### config.mk
export PLATFORM = sky130hd
export DESIGN_NAME = pelletStore
export DESIGN_NICKNAME = d
export VERILOG_FILES = /design/src/pelletPkg.sv /design/src/pelletStore.sv
export SDC_FILE = /design/constraint.sdc
export NUM_CORES = 1
export LEC_CHECK = 0
export ABC_AREA = 1
export BUFFER_PORTS_ARGS = -buffer_cell sky130_fd_sc_hd__buf_2
export CORE_MARGIN = 2
export CORE_UTILIZATION = 25
export CTS_CLUSTER_DIAMETER = 150
export CTS_CLUSTER_SIZE = 12
export DETAILED_ROUTE_END_ITERATION = 8
export GPL_ROUTABILITY_DRIVEN = 0
export PLACE_DENSITY = 0.57
export SETUP_SLACK_MARGIN = 0.3
export SYNTH_ARGS = -nofsm -noshare
export SYNTH_HDL_FRONTEND = slang
export SYNTH_SLANG_ARGS = --single-unit
### constraint.sdc
create_clock -name Clk -period 0.9 [get_ports Clk]
set_clock_uncertainty 0.05 [all_clocks]
set_input_delay 0.045 -clock Clk [delete_from_list [all_inputs] [get_ports Clk]]
set_output_delay 0.045 -clock Clk [all_outputs]
set_load 0.02 [all_outputs]
### src/pelletPkg.sv
`default_nettype none

package pelletPkg;

    typedef logic [9:0] coordT;
    typedef logic [15:0] scoreT;
    typedef logic [3:0] sizeT;

    // visible screen area
    localparam int ScreenWidth = 640;
    localparam int ScreenHeight = 480;

    localparam sizeT PelletRadius = 4'd4;
    localparam sizeT PlayerSizeInit = 4'd4;
    localparam sizeT PlayerSizeMin = 4'd1;
    localparam sizeT PlayerSizeMax = 4'd10;

    // respawn coordinates keep only these low bits of the random value
    localparam int RespawnXBits = 9;
    localparam int RespawnYBits = 8;

    localparam int MaxPellets = 16;

    // reset positions, indexed by pellet
    localparam coordT pelletStartX [MaxPellets] = '{
        10'd150, 10'd400, 10'd17,  10'd455,
        10'd66,  10'd602, 10'd89,  10'd634,
        10'd200, 10'd300, 10'd100, 10'd12,
        10'd543, 10'd45,  10'd625, 10'd77
    };

    localparam coordT pelletStartY [MaxPellets] = '{
        10'd300, 10'd89,  10'd58,  10'd300,
        10'd88,  10'd38,  10'd120, 10'd79,
        10'd66,  10'd99,  10'd130, 10'd7,
        10'd400, 10'd69,  10'd5,   10'd92
    };

endpackage

`default_nettype wire

### src/pelletStore.sv
`timescale 1ns/1ps
`default_nettype none

module pelletStore
#(
    parameter int NumPellets = 16
)
(
    input  logic                   Clk,
    input  logic                   rstN,
    input  logic                   frameUpdate,
    input  logic [NumPellets-1:0]  hitMask,
    input  pelletPkg::coordT       randomX,
    input  pelletPkg::coordT       randomY,
    output pelletPkg::coordT       pelletX [NumPellets],
    output pelletPkg::coordT       pelletY [NumPellets]
);

    import pelletPkg::*;

    coordT respawnX;
    coordT respawnY;

    // keep respawns inside the screen, x below 512 and y below 256
    assign respawnX = coordT'(randomX[RespawnXBits-1:0]);
    assign respawnY = coordT'(randomY[RespawnYBits-1:0]);

    always_ff @(posedge Clk or negedge rstN)
    begin
        if (!rstN)
        begin
            for (int i = 0; i < NumPellets; i++)
            begin
                pelletX[i] <= pelletStartX[i];
                pelletY[i] <= pelletStartY[i];
            end
        end
        else if (frameUpdate)
        begin
            // only pellets the player touched move
            for (int i = 0; i < NumPellets; i++)
            begin
                if (hitMask[i])
                begin
                    pelletX[i] <= respawnX;
                    pelletY[i] <= respawnY;
                end
            end
        end
    end

endmodule

`default_nettype wire

; Word-level counts from Yosys, hierarchy flattened
; Index checks and enable logic that the tools add are counted.
[totals]
output_inout_bits = 320
reg_bits = 279
mem_bits_ro = 0
word_cells = 48
inputBits = 39
memories = 0
latchBits = 0
mem_bits_rw = 0
[classes]
add_sub_neg = 0
n_bitwise = 0
n_div = 0
n_shift = 0
n_mux = 0
multipliers = 0
reduce_logical = 16
eq_ne = 0
n_lt_le_gt_ge = 0
[ops]
columns = op, n
row1 = $reduce_and A2 Y1, 16

; Longest topological paths before layout
[depth]
word_depth = 1
depth_mapped = 6
mapped_depth_nobuf = 3

; Worst setup path after synthesis
; No wires, ideal clock.
[synth_path]
path_type = input to register
startpoint = input frameUpdate
endpoint = register pelletX[35] (netlist bit)
cell_stages = 6
setup_time_ns = 0.117
t_arrival_ns = 0.686
path_slack_ns = 0.047
cell_sequence = buf_4 -> buf_6 -> nand2_2 -> buf_4 -> nand2_1 -> nand2_1
[synth_between]
elab_chain_cells = 1
[synth_rtl]
columns = element, line
row1 = start: declaration, pelletStore.sv:11  ; input logic frameUpdate,
row2 = $reduce_and A2 Y1 (no source line), -
row3 = end signal: indexed assignment, pelletStore.sv:34  ; pelletX[i] <= pelletStartX[i];
row4 = end signal: indexed assignment, pelletStore.sv:45  ; pelletX[i] <= respawnX;
row5 = end: declaration, pelletStore.sv:15  ; output pelletPkg::coordT pelletX [NumPellets],
; No other way between the ends.
; A chain may end at the register's enable or synchronous reset.

; Final worst setup path
[layout_path]
startpoint = register pelletX[77] (netlist bit)
endpoint = output pelletX[77] (netlist bit)
; No word-level cell between the ends.

==> flow_metrics.py <==
metrics = {
    "sta": {
        "finalCritPeriodShare_pct": 149,
        "fmax_mhz": 745,
        "period_minus_slack_ns": 1.34,
        "finalHoldViolations": 275,
        "worst_slack_ns": -0.442,
        "slew_viol_final": 0,
        "setup_violations": 286,
        "whs_ns": -0.236,
        "rsz0062_at_grt": "yes",
    },
    "synth": {
        "syn_inst": 1273,
        "synth_area_per_cell_um2": 9.05,
        "seq_area_frac_synth_pct": 61.7,
        "syn_area_um2": 11500,
        "synth-seq-cells": 278,
        "yosysWarningCount": 0,
        "ys_types": 12,
    },
    "critical_path": {
        "critPathTopFamily": "flip-flops",
        "r2r_end": "pelletY[20]$_DFFE_PN1P_",
        "reg2reg_from": "pelletY[20]$_DFFE_PN1P_",
        "rrSetupSlack_ns": -0.05,
        "critPathKind": "reg -> out",
        "cp_max_fo": 2,
        "critPathBufInv": 1,
        "slowest_stage": "dfstp_2",
        "cp.arrival_ns": 1.25,
        "worstRegToRegCells": 4,
        "crit_chain": "buf_6",
        "worstPathRequired_ns": 0.81,
        "slowest_delay_ns": 0.57,
        "critical_path.endpoint_type": "output pin",
        "critPathLaunchType": "flip-flop",
    },
    "placed_design": {
        "port_buffers": 314,
        "preCtsSetupSlack_ns": -0.134,
        "place_area_um2": 14600,
        "place_hpwl_um": 29500,
    },
    "floorplanning": {
        "num_rows": 78,
        "die_height_um": 219,
        "ioPinCount": 359,
        "initial_core_util_pct": 25.4,
        "die_width_um": 219,
        "die-area_um2": 47800,
        "core_um2": 45400,
    },
    "drt": {
        "firstDrtPassIters": 5,
        "wl_um": 44300,
        "ant_nets": 0,
        "avgViaCountPerCell": 4.47,
        "wl_per_cell_um": 19.1,
        "drcViolationCount": 0,
        "vias": 10400,
        "drt_iter0_markers": 745,
    },
    "global_routing": {
        "use_met2_pct": 29.7,
        "top_usage_layer": "met2",
        "gr-usage-met1_pct": 23.0,
        "grt_max_degree": 37,
        "antenna_found_initial": 0,
        "grt_pass1_wl_um": 65200,
        "grt_pass1_vias": 10500,
        "use_met3_pct": 4.89,
        "grtUsageTotal_pct": 17.9,
        "gr-total-overflow": 0,
    },
    "clock_tree": {
        "cts_buffers": 27,
        "cts.sinks": 278,
        "cts.clk_slew.worst_paths_ns": 0.06,
        "cts_tree": "built",
        "clock_latency_ns": 0.55,
        "htree_num_levels": 1,
        "clk_path_buf_depth": 3,
        "clockRootBuffer": "clkbuf_16",
    },
    "finish": {
        "stdcell_area_um2": 18400,
        "syn_to_final_growth_pct": 60.1,
        "diodes": 0,
        "drive_above_1_share_pct": 47.4,
        "nFillCells": 4357,
        "final_net_count": 1738,
    },
    "run_status": {
        "status": "finished with violations",
        "violations": "negative hold slack, negative setup slack",
    },
    "pwr": {
        "power_density_nw_per_um2": 2020,
        "peakVddDrop_uv": 1180,
        "p_leak_nw": 9.17,
    },
    "job": {
        "drv_cap": 0,
    },
    "hold_path": {
        "hold_path.startpoint": "hitMask[10]",
        "min_to": "pelletY[57]$_DFFE_PN1P_",
        "hold_path_class": "in -> reg",
        "holdPathStages": 3,
    },
}
## layout make-up
| class | instances | area [um2] | share of cell area (%) |
|---|---|---|---|
| multi-input cells | 879 | 4010 | 21.7 |
| repair buffers | 513 | 5730 | 31.1 |
| flip-flops and latches | 278 | 7190 | 39.0 |
| well taps | 600 | 751 | 4.07 |
| clock inverters | 1 | 11.3 | 0.0611 |
| clock buffers | 47 | 751 | 4.07 |
## state kept, by name, indices dropped and copies added (netlist names)
register,flops
pelletX,148
pelletY,130
## per-stage QoR
stage	setup TNS (ns)	power (W)	instances	utilization, %
floorplan	0	0.0200	1313	-
finish	-95.82	0.0372	2318	40.6
global route	-108.04	0.0391	2318	40.6
CTS	-103.75	0.0367	2278	38.8
detailed placement	-19.14	0.0233	2167	32.2
global placement	-12.54	0.0231	2167	32.2
## what timing repair did
action	4_1_cts	5_1_grt
hold endpoints to repair	555	553
pin swaps	7	62
endpoints found under the setup margin	557	761
gates resized for setup	563	161
hold buffers	4	2
buffers inserted	59	40
## power by group
group / internal [W] / switching, W
logic: 0.00517 / 0.00550
registers: 0.0146 / 0.00141
clock network: 0.00562 / 0.00494
## cell usage after synthesis
master,number,area (um2)
nand2_2,11,68.8
dfrtp_1,162,4050
buf_6,1,11.3
buf_2,67,335
buf_1,1,3.75
nand2_1,549,2060
and2_1,6,37.5
buf_4,55,413
clkbuf_1,32,120
nand3_1,272,1360
conb_1,1,3.75
dfstp_2,116,3050
## placed cells by master (no fill, tap or decap), drive strengths merged
cell type	n
nand2	560
buf	509
nand3	272
dfrtp	162
dfstp	116
clkbuf	47
conb	41
and2	6
dlygate4sd3	4
inv	1
## per-layer routing
| layer | up-vias | part of all wire (%) |
|---|---|---|
| li1 | 4796 | - |
| met1 | 5126 | 42 |
| met2 | 402 | 49 |
| met3 | 46 | 8.1 |
| met4 | 0 | 1.8 |
| met5 | - | 0 |
## worst max-delay path by stage
| stage | startpoint | to | slack [ns] | cells after the start |
|---|---|---|---|---|
| final | pelletX[77]$_DFFE_PN1P_ | pelletX[77] | -0.44 | 1 |
| after global routing | pelletX[23]$_DFFE_PN1P_ | pelletX[23] | -0.49 | 1 |
| after CTS | pelletX[77]$_DFFE_PN1P_ | pelletX[77] | -0.47 | 1 |
| after detailed placement | frameUpdate | pelletX[8]$_DFFE_PN0P_ | -0.13 | 5 |
| after global placement | frameUpdate | pelletX[8]$_DFFE_PN0P_ | -0.13 | 5 |
| after floorplan | pelletX[39]$_DFFE_PN1P_ | pelletY[38] | 0.08 | 1 |
## logic make-up (layout without fill, tap and decap cells)
logic type,after synthesis,in the layout,synth area share [%]
and+or+nand+nor,838,838,30.6
DFF,278,278,61.7
buffers and inverters,156,561,7.67
other,1,41,0.0326
(Power assumes the default switching activity.)
