### src/pelletPkg.sv
`default_nettype none

package pelletPkg;

    typedef logic [9:0] coordT;
    typedef logic [15:0] scoreT;
    typedef logic [3:0] sizeT;

    // visible screen area
    localparam int ScreenWidth = 640;
    localparam int ScreenHeight = 480;

    localparam sizeT PelletRadius = 4'd4;
    localparam sizeT PlayerSizeInit = 4'd4;
    localparam sizeT PlayerSizeMin = 4'd1;
    localparam sizeT PlayerSizeMax = 4'd10;

    // respawn coordinates keep only these low bits of the random value
    localparam int RespawnXBits = 9;
    localparam int RespawnYBits = 8;

    localparam int MaxPellets = 16;

    // reset positions, indexed by pellet
    localparam coordT pelletStartX [MaxPellets] = '{
        10'd150, 10'd400, 10'd17,  10'd455,
        10'd66,  10'd602, 10'd89,  10'd634,
        10'd200, 10'd300, 10'd100, 10'd12,
        10'd543, 10'd45,  10'd625, 10'd77
    };

    localparam coordT pelletStartY [MaxPellets] = '{
        10'd300, 10'd89,  10'd58,  10'd300,
        10'd88,  10'd38,  10'd120, 10'd79,
        10'd66,  10'd99,  10'd130, 10'd7,
        10'd400, 10'd69,  10'd5,   10'd92
    };

endpackage

`default_nettype wire

### src/gameStateCtrl.sv
`timescale 1ns/1ps
`default_nettype none

module gameStateCtrl
#(
    parameter int NumPellets = 16
)
(
    input  logic                   Clk,
    input  logic                   rstN,
    input  logic                   frameTick,
    input  logic                   startGame,
    input  logic [NumPellets-1:0]  hitMask,
    output logic                   frameUpdate,
    output logic                   growHit,
    output logic                   shrinkHit,
    output pelletPkg::scoreT       score,
    output pelletPkg::sizeT        playerSize
);

    import pelletPkg::*;

    localparam int HalfPellets = NumPellets / 2;

    logic tickPrev;

    // starts high so a tick already up at reset release is ignored
    always_ff @(posedge Clk or negedge rstN)
    begin
        if (!rstN)
            tickPrev <= 1'b1;
        else
            tickPrev <= frameTick;
    end

    assign frameUpdate = frameTick && !tickPrev;

    // lower half grows, upper half shrinks
    assign growHit = |hitMask[HalfPellets-1:0];
    assign shrinkHit = |hitMask[NumPellets-1:HalfPellets];

    always_ff @(posedge Clk or negedge rstN)
    begin
        if (!rstN)
        begin
            score <= '0;
            playerSize <= PlayerSizeInit;
        end
        else if (frameUpdate)
        begin
            if (growHit)
            begin
                score <= score + 1'b1;
                if (playerSize < PlayerSizeMax)
                    playerSize <= playerSize + sizeT'(1);
            end
            else if (shrinkHit)
            begin
                score <= score + 1'b1;
                if (playerSize > PlayerSizeMin)
                    playerSize <= playerSize - sizeT'(1);
            end
            else if (startGame)
            begin
                score <= '0;
            end
        end
    end

endmodule

`default_nettype wire

### config.mk
export PLATFORM = sky130hd
export DESIGN_NAME = gameStateCtrl
export DESIGN_NICKNAME = d
export VERILOG_FILES = /design/src/pelletPkg.sv /design/src/gameStateCtrl.sv
export SDC_FILE = /design/constraint.sdc
export NUM_CORES = 1
export LEC_CHECK = 0
export BUFFER_PORTS_ARGS = -buffer_cell sky130_fd_sc_hd__buf_4
export CAP_MARGIN = 25
export CORE_MARGIN = 2
export CORE_UTILIZATION = 40
export CTS_CLUSTER_DIAMETER = 150
export CTS_CLUSTER_SIZE = 24
export DETAILED_ROUTE_END_ITERATION = 8
export PLACE_DENSITY = 0.69
export SYNTH_ARGS = -nofsm -noshare
export SYNTH_HDL_FRONTEND = slang
export SYNTH_SLANG_ARGS = --single-unit
### constraint.sdc
create_clock -name Clk -period 3.3 [get_ports Clk]
set_input_delay 0 -clock Clk [delete_from_list [all_inputs] [get_ports Clk]]
set_output_delay 0 -clock Clk [all_outputs]
set_load 0.02 [all_outputs]
### Yosys cells after proc, flatten, opt, wreduce, memory -nomap -nowiden

Index checks and enable logic that the tools add are counted.

* logic and storage cells: 25
* output and inout port bits: 23
* register bits: 21
* bits of input ports: 20

* reductions and logical operators: 9
* magnitude comparators: 2
* muxes and demuxes: 7
* add/sub/neg operators: 3
* eq/ne operators: 1

Operator list (count)
* $mux W16: 3
* $add A16 B1 Y16 const B: 1
* $mux W4: 4
* $reduce_or A8 Y1: 2
* $add A4 B1 Y4 const B: 1
* $gt A4 B1 Y1 const B: 1
* $lt A4 B4 Y1 const B: 1
* $reduce_and A4 Y1: 1
* $reduce_bool A2 Y1: 2
* $sub A4 B1 Y4 const B: 1
* $reduce_bool A3 Y1: 1
* $ne A2 B1 Y1 const B: 1
* $reduce_and A2 Y1: 1
* $logic_and A1 B1 Y1: 1
* $logic_not A1 Y1: 1

### Longest topological paths before layout

* word-level depth: 4
* mapped depth: 6
* depth with buffers taken out: 6

### Least setup slack after synthesis

Ideal clock, no wire load.

* kind: reg-to-reg
* from: register tickPrev
* to: register score[14]
* path slack: 1.573 ns
* buffers on the path: 2
* data required time: 3.220 ns
* cell stages (with the launch flop): 7
* clock period less this slack: 1.727 ns
* arrival: 1.647 ns
* setup time: 0.080 ns
* cells stage by stage: dfstp_2 -> nor2b_1 -> clkbuf_1 -> o41ai_4 -> buf_6 -> nor4_1 -> mux2i_1

* cells in the longest elaborated chain, start to end: 3

Ends and longest elaborated chain
* from (decl): line gameStateCtrl.sv:25 `logic tickPrev;`
* from (signal assigned): line gameStateCtrl.sv:33 `tickPrev <= frameTick;`
* $logic_not A1 Y1: line gameStateCtrl.sv:36 `assign frameUpdate = frameTick && !tickPrev;`
* $logic_and A1 B1 Y1: line gameStateCtrl.sv:36
* net frameUpdate: line gameStateCtrl.sv:14 `output logic frameUpdate,`
* $reduce_and A2 Y1 (no source line)
* to (signal assigned): line gameStateCtrl.sv:53 `score <= score + 1'b1;`
* to (signal assigned): line gameStateCtrl.sv:59 `score <= score + 1'b1;`
* to (decl): line gameStateCtrl.sv:17 `output pelletPkg::scoreT score,`

The timed path passes the listed nets, and every way through them passes these cells.
A chain may end at the register's enable or synchronous reset.

### Worst setup path after layout

* from: register tickPrev
* to: register playerSize[2]

* cells in the longest elaborated chain, start to end: 3

Ends and longest elaborated chain
* $logic_not A1 Y1: line gameStateCtrl.sv:36
* $logic_and A1 B1 Y1: line gameStateCtrl.sv:36
* $reduce_and A4 Y1 (no source line)
* to (signal assigned): line gameStateCtrl.sv:47 `playerSize <= PlayerSizeInit;`
* to (signal assigned): line gameStateCtrl.sv:55 `playerSize <= playerSize + sizeT'(1);`
* to (signal assigned): line gameStateCtrl.sv:61 `playerSize <= playerSize - sizeT'(1);`
* to (decl): line gameStateCtrl.sv:18 `output pelletPkg::sizeT playerSize`

Every way passes these cells.

==> reports/qor.csv <==
metric,value,unit
status,"complete, no violations",
total wire length,2962,um
DIE AREA,0.003632,sq mm
maximum fanout along the worst path,12,
I/O Pins,43,
CTS tree,done,
layout cells sized above 1,31.95,%
Residual DRC,0,
reg2reg path depth,4,
RSZ-0062 raised after global routing,no,
number of global-route vias before repair,1083,
Fin. Hold Viols,0,
post-synth top area share,37.55,%
Finished Cell Area,0.001650,sq mm
max frequency,474.5,MHz
H-tree lvl count,1,
DPL Wire Length,2188,um
Yosys cell types,34,
largest net degree at the start of global routing,22,
Critical-path top delay cell,a2111oi_0,
hold_ws,0.1012,ns
post-route clock skew,0.01402,ns
first-pass GRT wire length,4850,um
"EDFF count, synth",0,
register area share after synthesis,41.70,%
CP Cell Sequence,"nor2b_1, o41ai_4, a2111oi_0, xor2_1",
max-slew violations,0,
fin crit share,63.87,%
CTS buffer count,3,
sw power,313.7,uW
Leak Pwr,0.0007546,uW
dpl cells,207,
sw frac,39.01,%
Placed Area,0.001603,sq mm
WL/cell,13.91,um
ys async rst share,100.0,%
number of I/O port buffers,42,
Slew Limit Headroom,54.34,%
share of power burned in the clock network,15.9,%
Worst Hold Class,primary input to async pin,
# hold bufs at CTS,2,
synth top area cells,"dfrtp_1 (38%), mux2i_1 (10%), o21ai_0 (5.9%)",
Cell Pwr Density,487.3,mW/mm^2
synthesized instance count,127,
Root Driver,clkbuf_4,
most instantiated cells after synthesis,"dfrtp_1 (19), o21ai_0 (15), mux2i_1 (13), nand2_1 (10), nand4_1 (9)",
Mapped Nets,151,
Die H,60.27,um
clock tree sinks,21,
Peak VDD IR,283.3,uV
CTS max path bufs,2,
Crit path depth,4,
Cell Rows,20,
Setup Buffers After CTS,0,
Finished Layout Cells,213,
routability cong.,0.8320,
Die X,60.27,um
Routed Antenna Nets,0,
initial core utilization,41.82,%
grt total ovfl,0,
Yosys top cell by area,dfrtp_1,
CP arrival,2.36,ns
initial DRC count,39,
vias per inst,5.451,
Least-Margin Pin Slew,0.6835,ns
Critical Path Start Type,flip-flop,
setup tns final,0,ns
CP top delay family,compound AO/OA/AOI/OAI gates,
Logic pwr share,37.2,%
post_cts resized,0,
Worst EP required,3.55,ns
Vias,1161,
worst path buffer plus inverter count,0,
initial antenna violation count,0,
post-route core utilization,54.50,%
MaxCap Viol Count,0,
Ys Warns,0,
most frequent cell after synthesis,dfrtp_1,
final setup violating endpoints,0,
CP Class,flip-flop to flip-flop,
cell area after synthesis,0.001266,sq mm
CORE AREA,0.003028,sq mm
Seq cells post-synth,21,
n_diodes,0,
average size of a mapped cell,9.970,sq um
critical path endpoint category,flip-flop,
latest clock arrival within the worst-skew pair,0.31,ns
nets@finish,194,
Max stage delay on crit path,0.63,ns
Initial DRT Pass Iterations,4,
Layout area overhead,30.34,%
Reg power frac,46.9,%
Pint,490.5,uW
"Top FF cell, synth",dfrtp_1,
Tot GR Track Use,17.80,%
Clock transition at path regs,0.13,ns
clock period minus worst slack,2.108,ns
[sequential cells by signal (all words and copies together), names as in the netlist]
signal      flops
score          16
tickPrev        1
playerSize      4
[kinds of logic after synthesis]
logic type | synth area share, %
and+or+nand+nor | 23.91
AOI/OAI and AO/OA | 13.54
DFF | 41.70
muxes | 10.28
buffers and inverters | 3.853
xor gates and xnor gates | 2.767
adders and majority gates | 3.953
[placed cells by master, fill, tap and decap left out, types with 4 or more instances in the layout]
master	synthesis	layout
nor4_1	4	4
nand4_1	9	9
nor3_1	5	5
nand2_1	10	10
inv_1	4	4
o21ai_0	15	15
buf_4	1	42
ha_1	4	4
nand3_1	7	7
dfrtp_1	19	19
mux2i_1	13	13
[path summary, 6_finish.rpt]
path                                 start             to  slack (ns)
worst max-delay path              tickPrev  playerSize[2]        1.19
worst min-delay path                  rstN      score[12]        0.10
worst max register to register    tickPrev  playerSize[2]        1.19
worst min register to register   score[15]      score[15]        0.48
max in group asynchronous             rstN  playerSize[2]        2.93
min in group Clk                hitMask[0]  playerSize[1]        0.14
[routing by layer]
layer	global-route usage, %	vias to the layer above	wire [um]
met5	0	-	0
met2	29.50	26	1446
met3	5.195	2	140
met1	23.06	561	1360
li1	-	572	-
met4	3.492	0	15
[worst register-to-register path: stages (launching register included)]
cell       delay, ns
dfstp_2         0.38
nor2b_1         0.53
o41ai_4         0.31
a2111oi_0       0.63
xor2_1          0.19
[metrics by stage]
stage / power (uW) / setup slack [ns]
4_1_cts: 809.9 / 1.168
6_report: 804.3 / 1.192
3_3_place_gp: 672.0 / 1.269
2_1_floorplan: 543.8 / 1.573
5_1_grt: 862.6 / 0.9097
3_5_place_dp: 679.8 / 1.211
[power groups by stage]
stage	Sequential (uW)	Clock [uW]	Combinational (uW)
final	377	128	299
after global routing	387	145	331
after floorplan	422	0	122
after detailed placement	381	0	298
after global placement	380	0	292
after CTS	377	132	302
[area by class of cell]
cell class	count	area, sq um
multi-input cells	96	689.4
clock buffers	3	22.52
fillers	266	1378
flip-flops and latches	21	528.0
repair buffers	44	335.3
well taps	44	55.05
inverters	4	15.01
clock inverters	1	5.005
(Power assumes the default switching activity.)
